**config.mk**
```make
export PLATFORM = sky130hd
export DESIGN_NAME = axis_pkt_buffer
export DESIGN_NICKNAME = d
export VERILOG_FILES = /design/src/axis_pkg.sv /design/src/pkt_fifo_pkg.sv /design/src/axis_full_pipe.sv /design/src/axis_pkt_fifo.sv /design/src/axis_pkt_counters.sv /design/src/axis_pkt_buffer.sv
export SDC_FILE = /design/constraint.sdc
export NUM_CORES = 2
export LEC_CHECK = 0
export BUFFER_PORTS_ARGS = -buffer_cell sky130_fd_sc_hd__buf_2
export CAP_MARGIN = 5
export CORE_MARGIN = 4
export CORE_UTILIZATION = 59
export CTS_CLUSTER_DIAMETER = 120
export DETAILED_ROUTE_END_ITERATION = 10
export PLACE_DENSITY_LB_ADDON = 0.12
export SLEW_MARGIN = 20
export SYNTH_ARGS = -nofsm -noshare
export SYNTH_HDL_FRONTEND = slang
export SYNTH_HIERARCHICAL = 1
export SYNTH_MEMORY_MAX_BITS = 65536
export SYNTH_SLANG_ARGS = --single-unit
```
**constraint.sdc**
```tcl
create_clock -name axis_out_if -period 9.24 [get_ports axis_out_if]
set_input_delay 1.848 -clock axis_out_if [delete_from_list [all_inputs] [get_ports axis_out_if]]
set_output_delay 1.848 -clock axis_out_if [all_outputs]
set_load 0.005 [all_outputs]
```
**src/axis_pkg.sv**
```systemverilog
package axis_pkg;

    // ========================================
    // Stream beat geometry
    // ========================================

    // Bytes carried per beat with one tkeep bit each
    localparam int data_bytes = 8;

    // Width of tdata
    localparam int data_bits = data_bytes * 8;

    // ========================================
    // Statistics
    // ========================================

    // Delivered and dropped packet counters
    localparam int cnt_bits = 16;

endpackage

```
**src/pkt_fifo_pkg.sv**
```systemverilog
package pkt_fifo_pkg;

    // ========================================
    // Packet FIFO storage
    // ========================================

    // Words held by the FIFO memory
    localparam int fifo_depth = 64;

    // Memory address width
    localparam int addr_bits = 6;

    // Pointer width with one extra bit to tell full from empty
    localparam int ptr_bits = addr_bits + 1;

endpackage

```
**src/axis_full_pipe.sv**
```systemverilog
`timescale 1ns/1ns

module axis_full_pipe (
    input  logic                            axis_out_if,
    input  logic                            arst_n,
    input  logic                            in_tvalid,
    input  logic [axis_pkg::data_bits-1:0]  in_tdata,
    input  logic [axis_pkg::data_bytes-1:0] in_tkeep,
    input  logic                            in_tlast,
    output logic                            in_tready,
    output logic                            out_tvalid,
    output logic [axis_pkg::data_bits-1:0]  out_tdata,
    output logic [axis_pkg::data_bytes-1:0] out_tkeep,
    output logic                            out_tlast,
    input  logic                            out_tready
);

    import axis_pkg::*;

    // Skid register occupied whenever in_tready is low
    logic [data_bits-1:0]  skid_tdata;
    logic [data_bytes-1:0] skid_tkeep;
    logic                  skid_tlast;

    logic main_free;
    logic load_from_in;
    logic load_skid;
    logic load_from_skid;

    // ========================================
    // Load decisions
    // ========================================

    // Main register can take a new word this cycle
    assign main_free = !out_tvalid || out_tready;

    // Skid empty and main free, so the input goes straight to main
    assign load_from_in = in_tready && main_free;

    // Word accepted while main is blocked
    assign load_skid = in_tvalid && in_tready && !main_free;

    // Skid drains into main once the output moves
    assign load_from_skid = !in_tready && out_tready;

    // ========================================
    // Control
    // ========================================

    always_ff @(posedge axis_out_if or negedge arst_n) begin
        if (!arst_n) begin
            out_tvalid <= 1'b0;
            in_tready  <= 1'b1;
        end else begin
            if (load_from_in) begin
                out_tvalid <= in_tvalid;
            end else if (load_from_skid) begin
                out_tvalid <= 1'b1;
                in_tready  <= 1'b1;
            end
            if (load_skid) begin
                in_tready <= 1'b0;
            end
        end
    end

    // Payload
    always_ff @(posedge axis_out_if) begin
        if (load_from_in) begin
            out_tdata <= in_tdata;
            out_tkeep <= in_tkeep;
            out_tlast <= in_tlast;
        end else if (load_from_skid) begin
            out_tdata <= skid_tdata;
            out_tkeep <= skid_tkeep;
            out_tlast <= skid_tlast;
        end
        if (load_skid) begin
            skid_tdata <= in_tdata;
            skid_tkeep <= in_tkeep;
            skid_tlast <= in_tlast;
        end
    end

    // A stalled word stays put and stays valid
    a_hold_stable : assert property (
        @(posedge axis_out_if) disable iff (!arst_n)
        out_tvalid && !out_tready |=> out_tvalid && $stable(out_tdata)
    );

endmodule

```
**src/axis_pkt_fifo.sv**
```systemverilog
`timescale 1ns/1ns

module axis_pkt_fifo (
    input  logic                            axis_out_if,
    input  logic                            arst_n,
    input  logic                            in_tvalid,
    input  logic [axis_pkg::data_bits-1:0]  in_tdata,
    input  logic [axis_pkg::data_bytes-1:0] in_tkeep,
    input  logic                            in_tlast,
    output logic                            out_tvalid,
    output logic [axis_pkg::data_bits-1:0]  out_tdata,
    output logic [axis_pkg::data_bytes-1:0] out_tkeep,
    output logic                            out_tlast,
    input  logic                            out_tready,
    output logic                            oflow
);

    import axis_pkg::*;
    import pkt_fifo_pkg::*;

    // One storage array per field
    logic [data_bits-1:0]  mem_tdata [fifo_depth];
    logic [data_bytes-1:0] mem_tkeep [fifo_depth];
    logic                  mem_tlast [fifo_depth];

    logic [ptr_bits-1:0] wr_ptr;
    logic [ptr_bits-1:0] rd_ptr;
    // Start of the packet being written that moves with each kept tlast
    logic [ptr_bits-1:0] cmt_next;
    // Readable limit trailing cmt_next by one cycle
    logic [ptr_bits-1:0] cmt_ptr;

    logic [ptr_bits-1:0] used;
    logic                full;
    logic                drop;
    logic                wr_en;
    logic                discard;
    logic                drop_last;
    logic                rd_en;

    // ========================================
    // Write side
    // ========================================

    // Freed words count as soon as the prefetch register takes them
    assign used = wr_ptr - rd_ptr;
    assign full = (used == ptr_bits'(fifo_depth));

    // A packet longer than the memory always reaches full here
    assign discard   = in_tvalid && (drop || full);
    assign wr_en     = in_tvalid && !drop && !full;
    assign drop_last = discard && in_tlast;

    always_ff @(posedge axis_out_if or negedge arst_n) begin
        if (!arst_n) begin
            wr_ptr   <= '0;
            cmt_next <= '0;
            cmt_ptr  <= '0;
            drop     <= 1'b0;
            oflow    <= 1'b0;
        end else begin
            if (wr_en) begin
                wr_ptr <= wr_ptr + 1'b1;
                if (in_tlast) begin
                    cmt_next <= wr_ptr + 1'b1;
                end
            end else if (in_tvalid && full && !drop) begin
                // First word that does not fit throws away the partial packet
                wr_ptr <= cmt_next;
            end

            if (discard) begin
                drop <= !in_tlast;
            end

            oflow   <= drop_last;
            cmt_ptr <= cmt_next;
        end
    end

    always_ff @(posedge axis_out_if) begin
        if (wr_en) begin
            mem_tdata[wr_ptr[addr_bits-1:0]] <= in_tdata;
            mem_tkeep[wr_ptr[addr_bits-1:0]] <= in_tkeep;
            mem_tlast[wr_ptr[addr_bits-1:0]] <= in_tlast;
        end
    end

    // ========================================
    // Read side
    // ========================================

    // Only whole packets are visible, so reads never run dry mid-packet
    assign rd_en = (rd_ptr != cmt_ptr) && (!out_tvalid || out_tready);

    always_ff @(posedge axis_out_if or negedge arst_n) begin
        if (!arst_n) begin
            rd_ptr     <= '0;
            out_tvalid <= 1'b0;
        end else begin
            if (rd_en) begin
                rd_ptr     <= rd_ptr + 1'b1;
                out_tvalid <= 1'b1;
            end else if (out_tready) begin
                out_tvalid <= 1'b0;
            end
        end
    end

    // Prefetch register
    always_ff @(posedge axis_out_if) begin
        if (rd_en) begin
            out_tdata <= mem_tdata[rd_ptr[addr_bits-1:0]];
            out_tkeep <= mem_tkeep[rd_ptr[addr_bits-1:0]];
            out_tlast <= mem_tlast[rd_ptr[addr_bits-1:0]];
        end
    end

    // ========================================
    // Checks
    // ========================================

    // Read pointer never runs past the commit point
    a_rd_behind_cmt : assert property (
        @(posedge axis_out_if) disable iff (!arst_n)
        ptr_bits'(cmt_ptr - rd_ptr) <= ptr_bits'(fifo_depth)
    );

    // Overflow is a single-cycle pulse
    a_oflow_pulse : assert property (
        @(posedge axis_out_if) disable iff (!arst_n)
        oflow |=> !oflow
    );

endmodule

```
**src/axis_pkt_counters.sv**
```systemverilog
`timescale 1ns/1ns

module axis_pkt_counters (
    input  logic                          axis_out_if,
    input  logic                          arst_n,
    input  logic                          out_tvalid,
    input  logic                          out_tready,
    input  logic                          out_tlast,
    input  logic                          oflow,
    output logic [axis_pkg::cnt_bits-1:0] pkt_count,
    output logic [axis_pkg::cnt_bits-1:0] drop_count
);

    import axis_pkg::*;

    logic pkt_done;
    logic pkt_max;
    logic drop_max;

    // Last beat of a packet leaves the output port
    assign pkt_done = out_tvalid && out_tready && out_tlast;

    // Both counters stick at all ones
    assign pkt_max  = (pkt_count == {cnt_bits{1'b1}});
    assign drop_max = (drop_count == {cnt_bits{1'b1}});

    always_ff @(posedge axis_out_if or negedge arst_n) begin
        if (!arst_n) begin
            pkt_count  <= '0;
            drop_count <= '0;
        end else begin
            if (pkt_done && !pkt_max) begin
                pkt_count <= pkt_count + 1'b1;
            end
            if (oflow && !drop_max) begin
                drop_count <= drop_count + 1'b1;
            end
        end
    end

endmodule

```
**src/axis_pkt_buffer.sv**
```systemverilog
`timescale 1ns/1ns

module axis_pkt_buffer (
    input  logic                            axis_out_if,
    input  logic                            arst_n,
    input  logic                            in_tvalid,
    input  logic [axis_pkg::data_bits-1:0]  in_tdata,
    input  logic [axis_pkg::data_bytes-1:0] in_tkeep,
    input  logic                            in_tlast,
    output logic                            out_tvalid,
    output logic [axis_pkg::data_bits-1:0]  out_tdata,
    output logic [axis_pkg::data_bytes-1:0] out_tkeep,
    output logic                            out_tlast,
    input  logic                            out_tready,
    output logic                            oflow,
    output logic [axis_pkg::cnt_bits-1:0]   pkt_count,
    output logic [axis_pkg::cnt_bits-1:0]   drop_count
);

    import axis_pkg::*;

    // FIFO to pipe
    logic                  fifo_tvalid;
    logic [data_bits-1:0]  fifo_tdata;
    logic [data_bytes-1:0] fifo_tkeep;
    logic                  fifo_tlast;
    logic                  fifo_tready;

    axis_pkt_fifo u_fifo (
        .axis_out_if (axis_out_if),
        .arst_n      (arst_n),
        .in_tvalid   (in_tvalid),
        .in_tdata    (in_tdata),
        .in_tkeep    (in_tkeep),
        .in_tlast    (in_tlast),
        .out_tvalid  (fifo_tvalid),
        .out_tdata   (fifo_tdata),
        .out_tkeep   (fifo_tkeep),
        .out_tlast   (fifo_tlast),
        .out_tready  (fifo_tready),
        .oflow       (oflow)
    );

    // Output slice
    axis_full_pipe u_pipe (
        .axis_out_if (axis_out_if),
        .arst_n      (arst_n),
        .in_tvalid   (fifo_tvalid),
        .in_tdata    (fifo_tdata),
        .in_tkeep    (fifo_tkeep),
        .in_tlast    (fifo_tlast),
        .in_tready   (fifo_tready),
        .out_tvalid  (out_tvalid),
        .out_tdata   (out_tdata),
        .out_tkeep   (out_tkeep),
        .out_tlast   (out_tlast),
        .out_tready  (out_tready)
    );

    axis_pkt_counters u_counters (
        .axis_out_if (axis_out_if),
        .arst_n      (arst_n),
        .out_tvalid  (out_tvalid),
        .out_tready  (out_tready),
        .out_tlast   (out_tlast),
        .oflow       (oflow),
        .pkt_count   (pkt_count),
        .drop_count  (drop_count)
    );

endmodule

```
# Word-level counts from Yosys, hierarchy flattened

Memory sizes are Yosys's and may differ from the RTL's. A register that Yosys moved wholly into a read port is not among the register bits.
Index checks and enable logic that the tools add are counted.

Register bits: 211
Memory bits (writable): 4672
Word-level logic and storage cells: 79
Memories: 3
Output and inout port bits: 107
Input bits: 77

Memory list:

| memory           | words | width | rd ports | clocked after Yosys merged registers in | write ports | line                | source |
|---|---|---|---|---|---|---|---|
| u_fifo.mem_tdata | 64    | 64    | 1        | 1                                       | 1           | axis_pkt_fifo.sv:22 | `logic [data_bits-1:0] mem_tdata [fifo_depth];` |
| u_fifo.mem_tkeep | 64    | 8     | 1        | 1                                       | 1           | axis_pkt_fifo.sv:23 | `logic [data_bytes-1:0] mem_tkeep [fifo_depth];` |
| u_fifo.mem_tlast | 64    | 1     | 1        | 1                                       | 1           | axis_pkt_fifo.sv:24 | `logic mem_tlast [fifo_depth];` |

Reductions and logical operators: 33
Eq/ne operators: 5
$add $sub $neg: 5
Multiplexer cells: 16

Operators by type and width:

| operator                                                        | count |
|---|---|
| 64-bit two-way mux                                              | 2 |
| 16-bit by 1-bit adder with 16-bit output, second input constant | 2 |
| 16-bit == test, second input constant                           | 2 |
| 8-bit two-way mux                                               | 2 |
| 1-bit logical AND                                               | 15 |
| 7-bit by 1-bit adder with 7-bit output, second input constant   | 2 |
| 7-bit two-way mux                                               | 2 |
| 1-bit two-way mux                                               | 10 |
| 1-bit zero test                                                 | 9 |
| 2-bit nonzero test                                              | 4 |
| 7-bit == test, second input constant                            | 1 |
| 7-bit inequality test                                           | 1 |
| 7-bit subtractor                                                | 1 |
| 2-bit AND reduction                                             | 2 |
| 1-bit logical OR                                                | 3 |
| 2-bit inequality test, second input constant                    | 1 |

# Depth between registers and ports, before layout

Word-level depth: 6
Depth in mapped cells: 14
Mapped depth without buffers: 8

# Hierarchy

The synthesis kept the hierarchy.

Modules (own cells, without submodules):

| module            | area each (um2) | instances | cells each |
|---|---|---|---|
| axis_pkt_fifo     | 180146.5        | 1         | 7681 |
| axis_full_pipe    | 5666.7          | 1         | 238 |
| axis_pkt_counters | 1620.3          | 1         | 146 |

# Worst setup path before layout

OpenSTA, ideal clock, no wires.

Kind: flip-flop to flip-flop
From: reg u_fifo.rd_ptr[2]
To: mem u_fifo/mem_tdata[12][0] (netlist name) (enable)
Data required time: 8735 ps
Arrival: 6275 ps
Stages on the path, launching flop included: 14
Clock period less this slack: 6780 ps
Slack: 2460 ps
Path through: dfrtp_1 > buf_2 > clkinv_1 > clkbuf_1 > clkbuf_1 > ha_1 > and4_2 > o21ai_0 > and3_1 > a211oi_4 > buf_6 > or4_2 > buf_2 > nor2_1

Word-level cells in the longest chain between the ends: 6

RTL lines:

| item                                    | line                 | source |
|---|---|---|
| from (decl)                             | axis_pkt_fifo.sv:27  | `logic [ptr_bits-1:0] rd_ptr;` |
| from (signal assigned)                  | axis_pkt_fifo.sv:102 | `rd_ptr <= rd_ptr + 1'b1;` |
| 7-bit subtractor                        | axis_pkt_fifo.sv:46  | `assign used = wr_ptr - rd_ptr;` |
| 7-bit == test                           | axis_pkt_fifo.sv:47  | `assign full = (used == ptr_bits'(fifo_depth));` |
| 1-bit zero test                         | axis_pkt_fifo.sv:51  | `assign wr_en = in_tvalid && !drop && !full;` |
| 1-bit logical AND                       | axis_pkt_fifo.sv:51  |  |
| 1-bit two-way mux                       | axis_pkt_fifo.sv:82  | `if (wr_en) begin` |
| 1-bit two-way mux (implied by the code) | axis_pkt_fifo.sv:83  | `mem_tdata[wr_ptr[addr_bits-1:0]] <= in_tdata;` |
| to (decl)                               | axis_pkt_fifo.sv:22  |  |

Every way passes these cells.

# Final worst setup path

From: reg u_fifo.rd_ptr[2]
To: mem u_fifo/mem_tdata[10][18] (netlist name) (enable)

Same word-level chain as after synthesis.

==> impl_metrics.yaml <==
clock_tree:
  cts-hold-fix-buffers: 0
  clock_latency_ps: 1020
  clkTransAtPathRegs_ps: 60
  post_cts_resized: 0
  clkSinkCount: 4956
  cts_tree: "yes"
  cts_buffer_depth: 4
  cts_buffers: 479
  htreeDepth: 5
  cts-root-buf: "clkbuf_16"
  post_cts_buffers: 0
floorplan:
  die_area_um2: 327000
  core_region_area_um2: 315000
  die_w_um: 572
  io_pins: 184
  rows: 206
  start_util: 0.594
  die_h_um: 572
pwr:
  p_comb_frac: 0.270
  switchingPower_mw: 19.4
  seqPwrFrac: 0.422
  swShare: 0.307
  internal_power_mw: 43.8
  p_total_mw: 63.3
  p_per_area_nw_per_um2: 300
  clock_power_share: 0.308
  peakVddDrop_v: 0.000306
  p_leak_nw: 66.6
route:
  drc: 0
  routed_via_density: 7.08
  drt_wl_total_um: 524000
  first_pass_iters: 6
  drtAntennaViolNets: 0
  vias: 93100
  drt_first_iter_violations: 15300
  wl_per_cell_um: 39.8
job:
  maxCapViolCount: 0
setup_path:
  r2r-start: "u_fifo/rd_ptr[2]"
  crit_chain: "inv_4 > ha_1 > and4_2 > o21ai_0 > and3_1 > a211oi_4 > or4b_2 > nor2_4 > buf_4 > buf_4"
  cp-end-kind: "flip-flop"
  worst_ep_arrival_time_ps: 6350
  max_stage_delay_ps: 950
  cp-start-kind: "flip-flop"
  path_class: "reg2reg"
  cp_common_cell: "buf_4"
  slowest_stage: "or4b_2"
  reg2reg_slack_ps: 3450
  cp_max_fo: 32
  critical_path_required_ps: 9810
  crit_start: "u_fifo/rd_ptr[2]"
global_route:
  grt_pass1_wl_um: 732000
  grt_max_degree: 107
  antenna_found_initial: 28
  grt.overflow.total: 0
  gr-usage-all-layers: 0.323
  first_global_vias: 91900
placement:
  portBuffers: 183
  hpwlAfterDp_um: 286000
  place_congestion: 0.850
  pre_cts_slack_ps: 3110
timing:
  setup_viol: 0
  post-route-min-period_ps: 5790
  hold_viol_final: 0
  postLayoutSetupSlackWorst_ps: 3450
  max_freq_mhz: 173
  finClkSkew_ps: 73.3
  holdWs_ps: 417
  rsz0062_at_grt: "no"
  slew-limit-headroom: 0.226
  period_share: 0.626
  tightest_slew_ps: 1160
  tns_ps: 0
  slew_violations: 0
hold_path:
  hold_path_class: "reg2reg"
  min_from: "u_fifo/cmt_next[1]"
status:
  outcome: "finished, final reports clean"
final_layout:
  fillers: 19700
  final_common_cell: "edfxtp_1"
  drive_gt1_frac: 0.283
  layout_common_cells: "4891 x edfxtp_1, 1146 x mux4_2, 481 x clkbuf_16"
  area_delta_synth_final_pct: 12.5
  fin_nets: 8654
synthesis:
  syn_inst: 8065
  ys_warn_count: 6
  avgSynthCellArea_um2: 23.2
  ys_types: 78
  syn_nets: 8152
  async_flop_share: 0.0131
  synth_area_um2: 187000
  synth-seq-cells: 4956
  synth_edf_count: 4891
  synthFlopType: "edfxtp_1"
  ys_seq_area_frac: 0.792
## logic make-up after synthesis
| logic type | synth area share |
|---|---|
| AO/OA/AOI/OAI | 0.0267 |
| XOR/XNOR | 0.00196 |
| adder cells (fa/ha/maj) | 0.000668 |
| buffers and inverters | 0.0107 |
| flip-flops | 0.792 |
| multiplexers | 0.155 |
| AND/OR/NAND/NOR | 0.0124 |
## final cells by class
cell class,count,area (um^2),share of cell area
tap,4160,5200,0.0247
inverter,17,73.8,0.000350
multi-input combinational,2651,37600,0.179
timing repair buffer,462,3580,0.0170
sequential,4956,149000,0.705
antenna,15,37.5,0.000178
clock inverter,329,3390,0.0161
clock buffer,564,12400,0.0586
## power groups by stage
| stage | Combinational (mW) | Clock, mW | Sequential, mW |
|---|---|---|---|
| after floorplan | 10.8 | 0 | 26.8 |
| after global placement | 16.9 | 0 | 27.1 |
| after detailed placement | 17.0 | 0 | 27.1 |
| after CTS | 17.1 | 19.7 | 26.7 |
| after global routing | 17.8 | 20.7 | 26.7 |
| final | 17.1 | 19.5 | 26.7 |
## cells in the mapped netlist (all sizes together) (15+ instances only)
| cell | n | area share |
|---|---|---|
| nor3 | 115 | 0.0031 |
| mux2 | 90 | 0.0068 |
| nand3 | 47 | 0.0013 |
| a211o | 22 | 0.0010 |
| a221oi | 88 | 0.0041 |
| a22oi | 82 | 0.0033 |
| mux4 | 1146 | 0.14 |
| o22ai | 95 | 0.0032 |
| o221ai | 86 | 0.0040 |
| nor2 | 173 | 0.0035 |
| mux2i | 202 | 0.011 |
| a211oi | 21 | 0.00091 |
| xnor2 | 21 | 0.00098 |
| xor2 | 21 | 0.00098 |
| a21oi | 96 | 0.0026 |
| inv | 15 | 0.00030 |
| edfxtp | 4891 | 0.78 |
| a22o | 69 | 0.0032 |
| dfrtp | 64 | 0.0085 |
| clkbuf | 233 | 0.0047 |
| nand2 | 72 | 0.0015 |
| buf | 208 | 0.0057 |
| o21ai | 69 | 0.0018 |
## metal layers
layer / wire length (um) / GRT usage
met1: 192000 / 0.469
met2: 247000 / 0.497
met3: 62000 / 0.0663
met4: 22300 / 0.122
met5: 50 / 0
## final timing paths
| kind | end | depth (start not counted) |
|---|---|---|
| worst max register to register | u_fifo/mem_tdata[10][18] | 10 |
| worst min register to register | u_fifo/cmt_ptr[1] | 0 |
| max in group asynchronous | u_fifo/rd_ptr[2] | 1 |
| min in group asynchronous | u_counters/pkt_count[1] | 1 |
| worst min-delay path | u_fifo/cmt_ptr[1] | 0 |
| worst max-delay path | u_fifo/mem_tdata[10][18] | 10 |
## flip-flops by register name (all words and copies together) (netlist names), 8 cells and up
signal                 count
u_fifo/mem_tdata        4096
u_fifo/mem_tkeep         512
u_fifo/mem_tlast          64
u_fifo/out_tdata          64
u_pipe/out_tdata          64
u_pipe/skid_tdata         64
u_counters/drop_count     16
u_counters/pkt_count      16
u_fifo/out_tkeep           8
u_pipe/out_tkeep           8
u_pipe/skid_tkeep          8
## per-stage QoR
step | area (um^2) | utilization | instances
6_report | 211000 | 0.668 | 13200
5_1_grt | 211000 | 0.668 | 13100
4_1_cts | 211000 | 0.667 | 13100
3_5_place_dp | 195000 | 0.618 | 12200
3_3_place_gp | 195000 | 0.617 | 12200
2_1_floorplan | 187000 | - | 8065
## critical path, delay by kind of cell (launching register included)
family	cells	cell delay, ps
flops	1	660
fa+ha+maj	1	410
compound gates	2	310
simple gates	4	2020
buf+inv	3	1830
No activity file was read; power rests on OpenSTA's default activity.
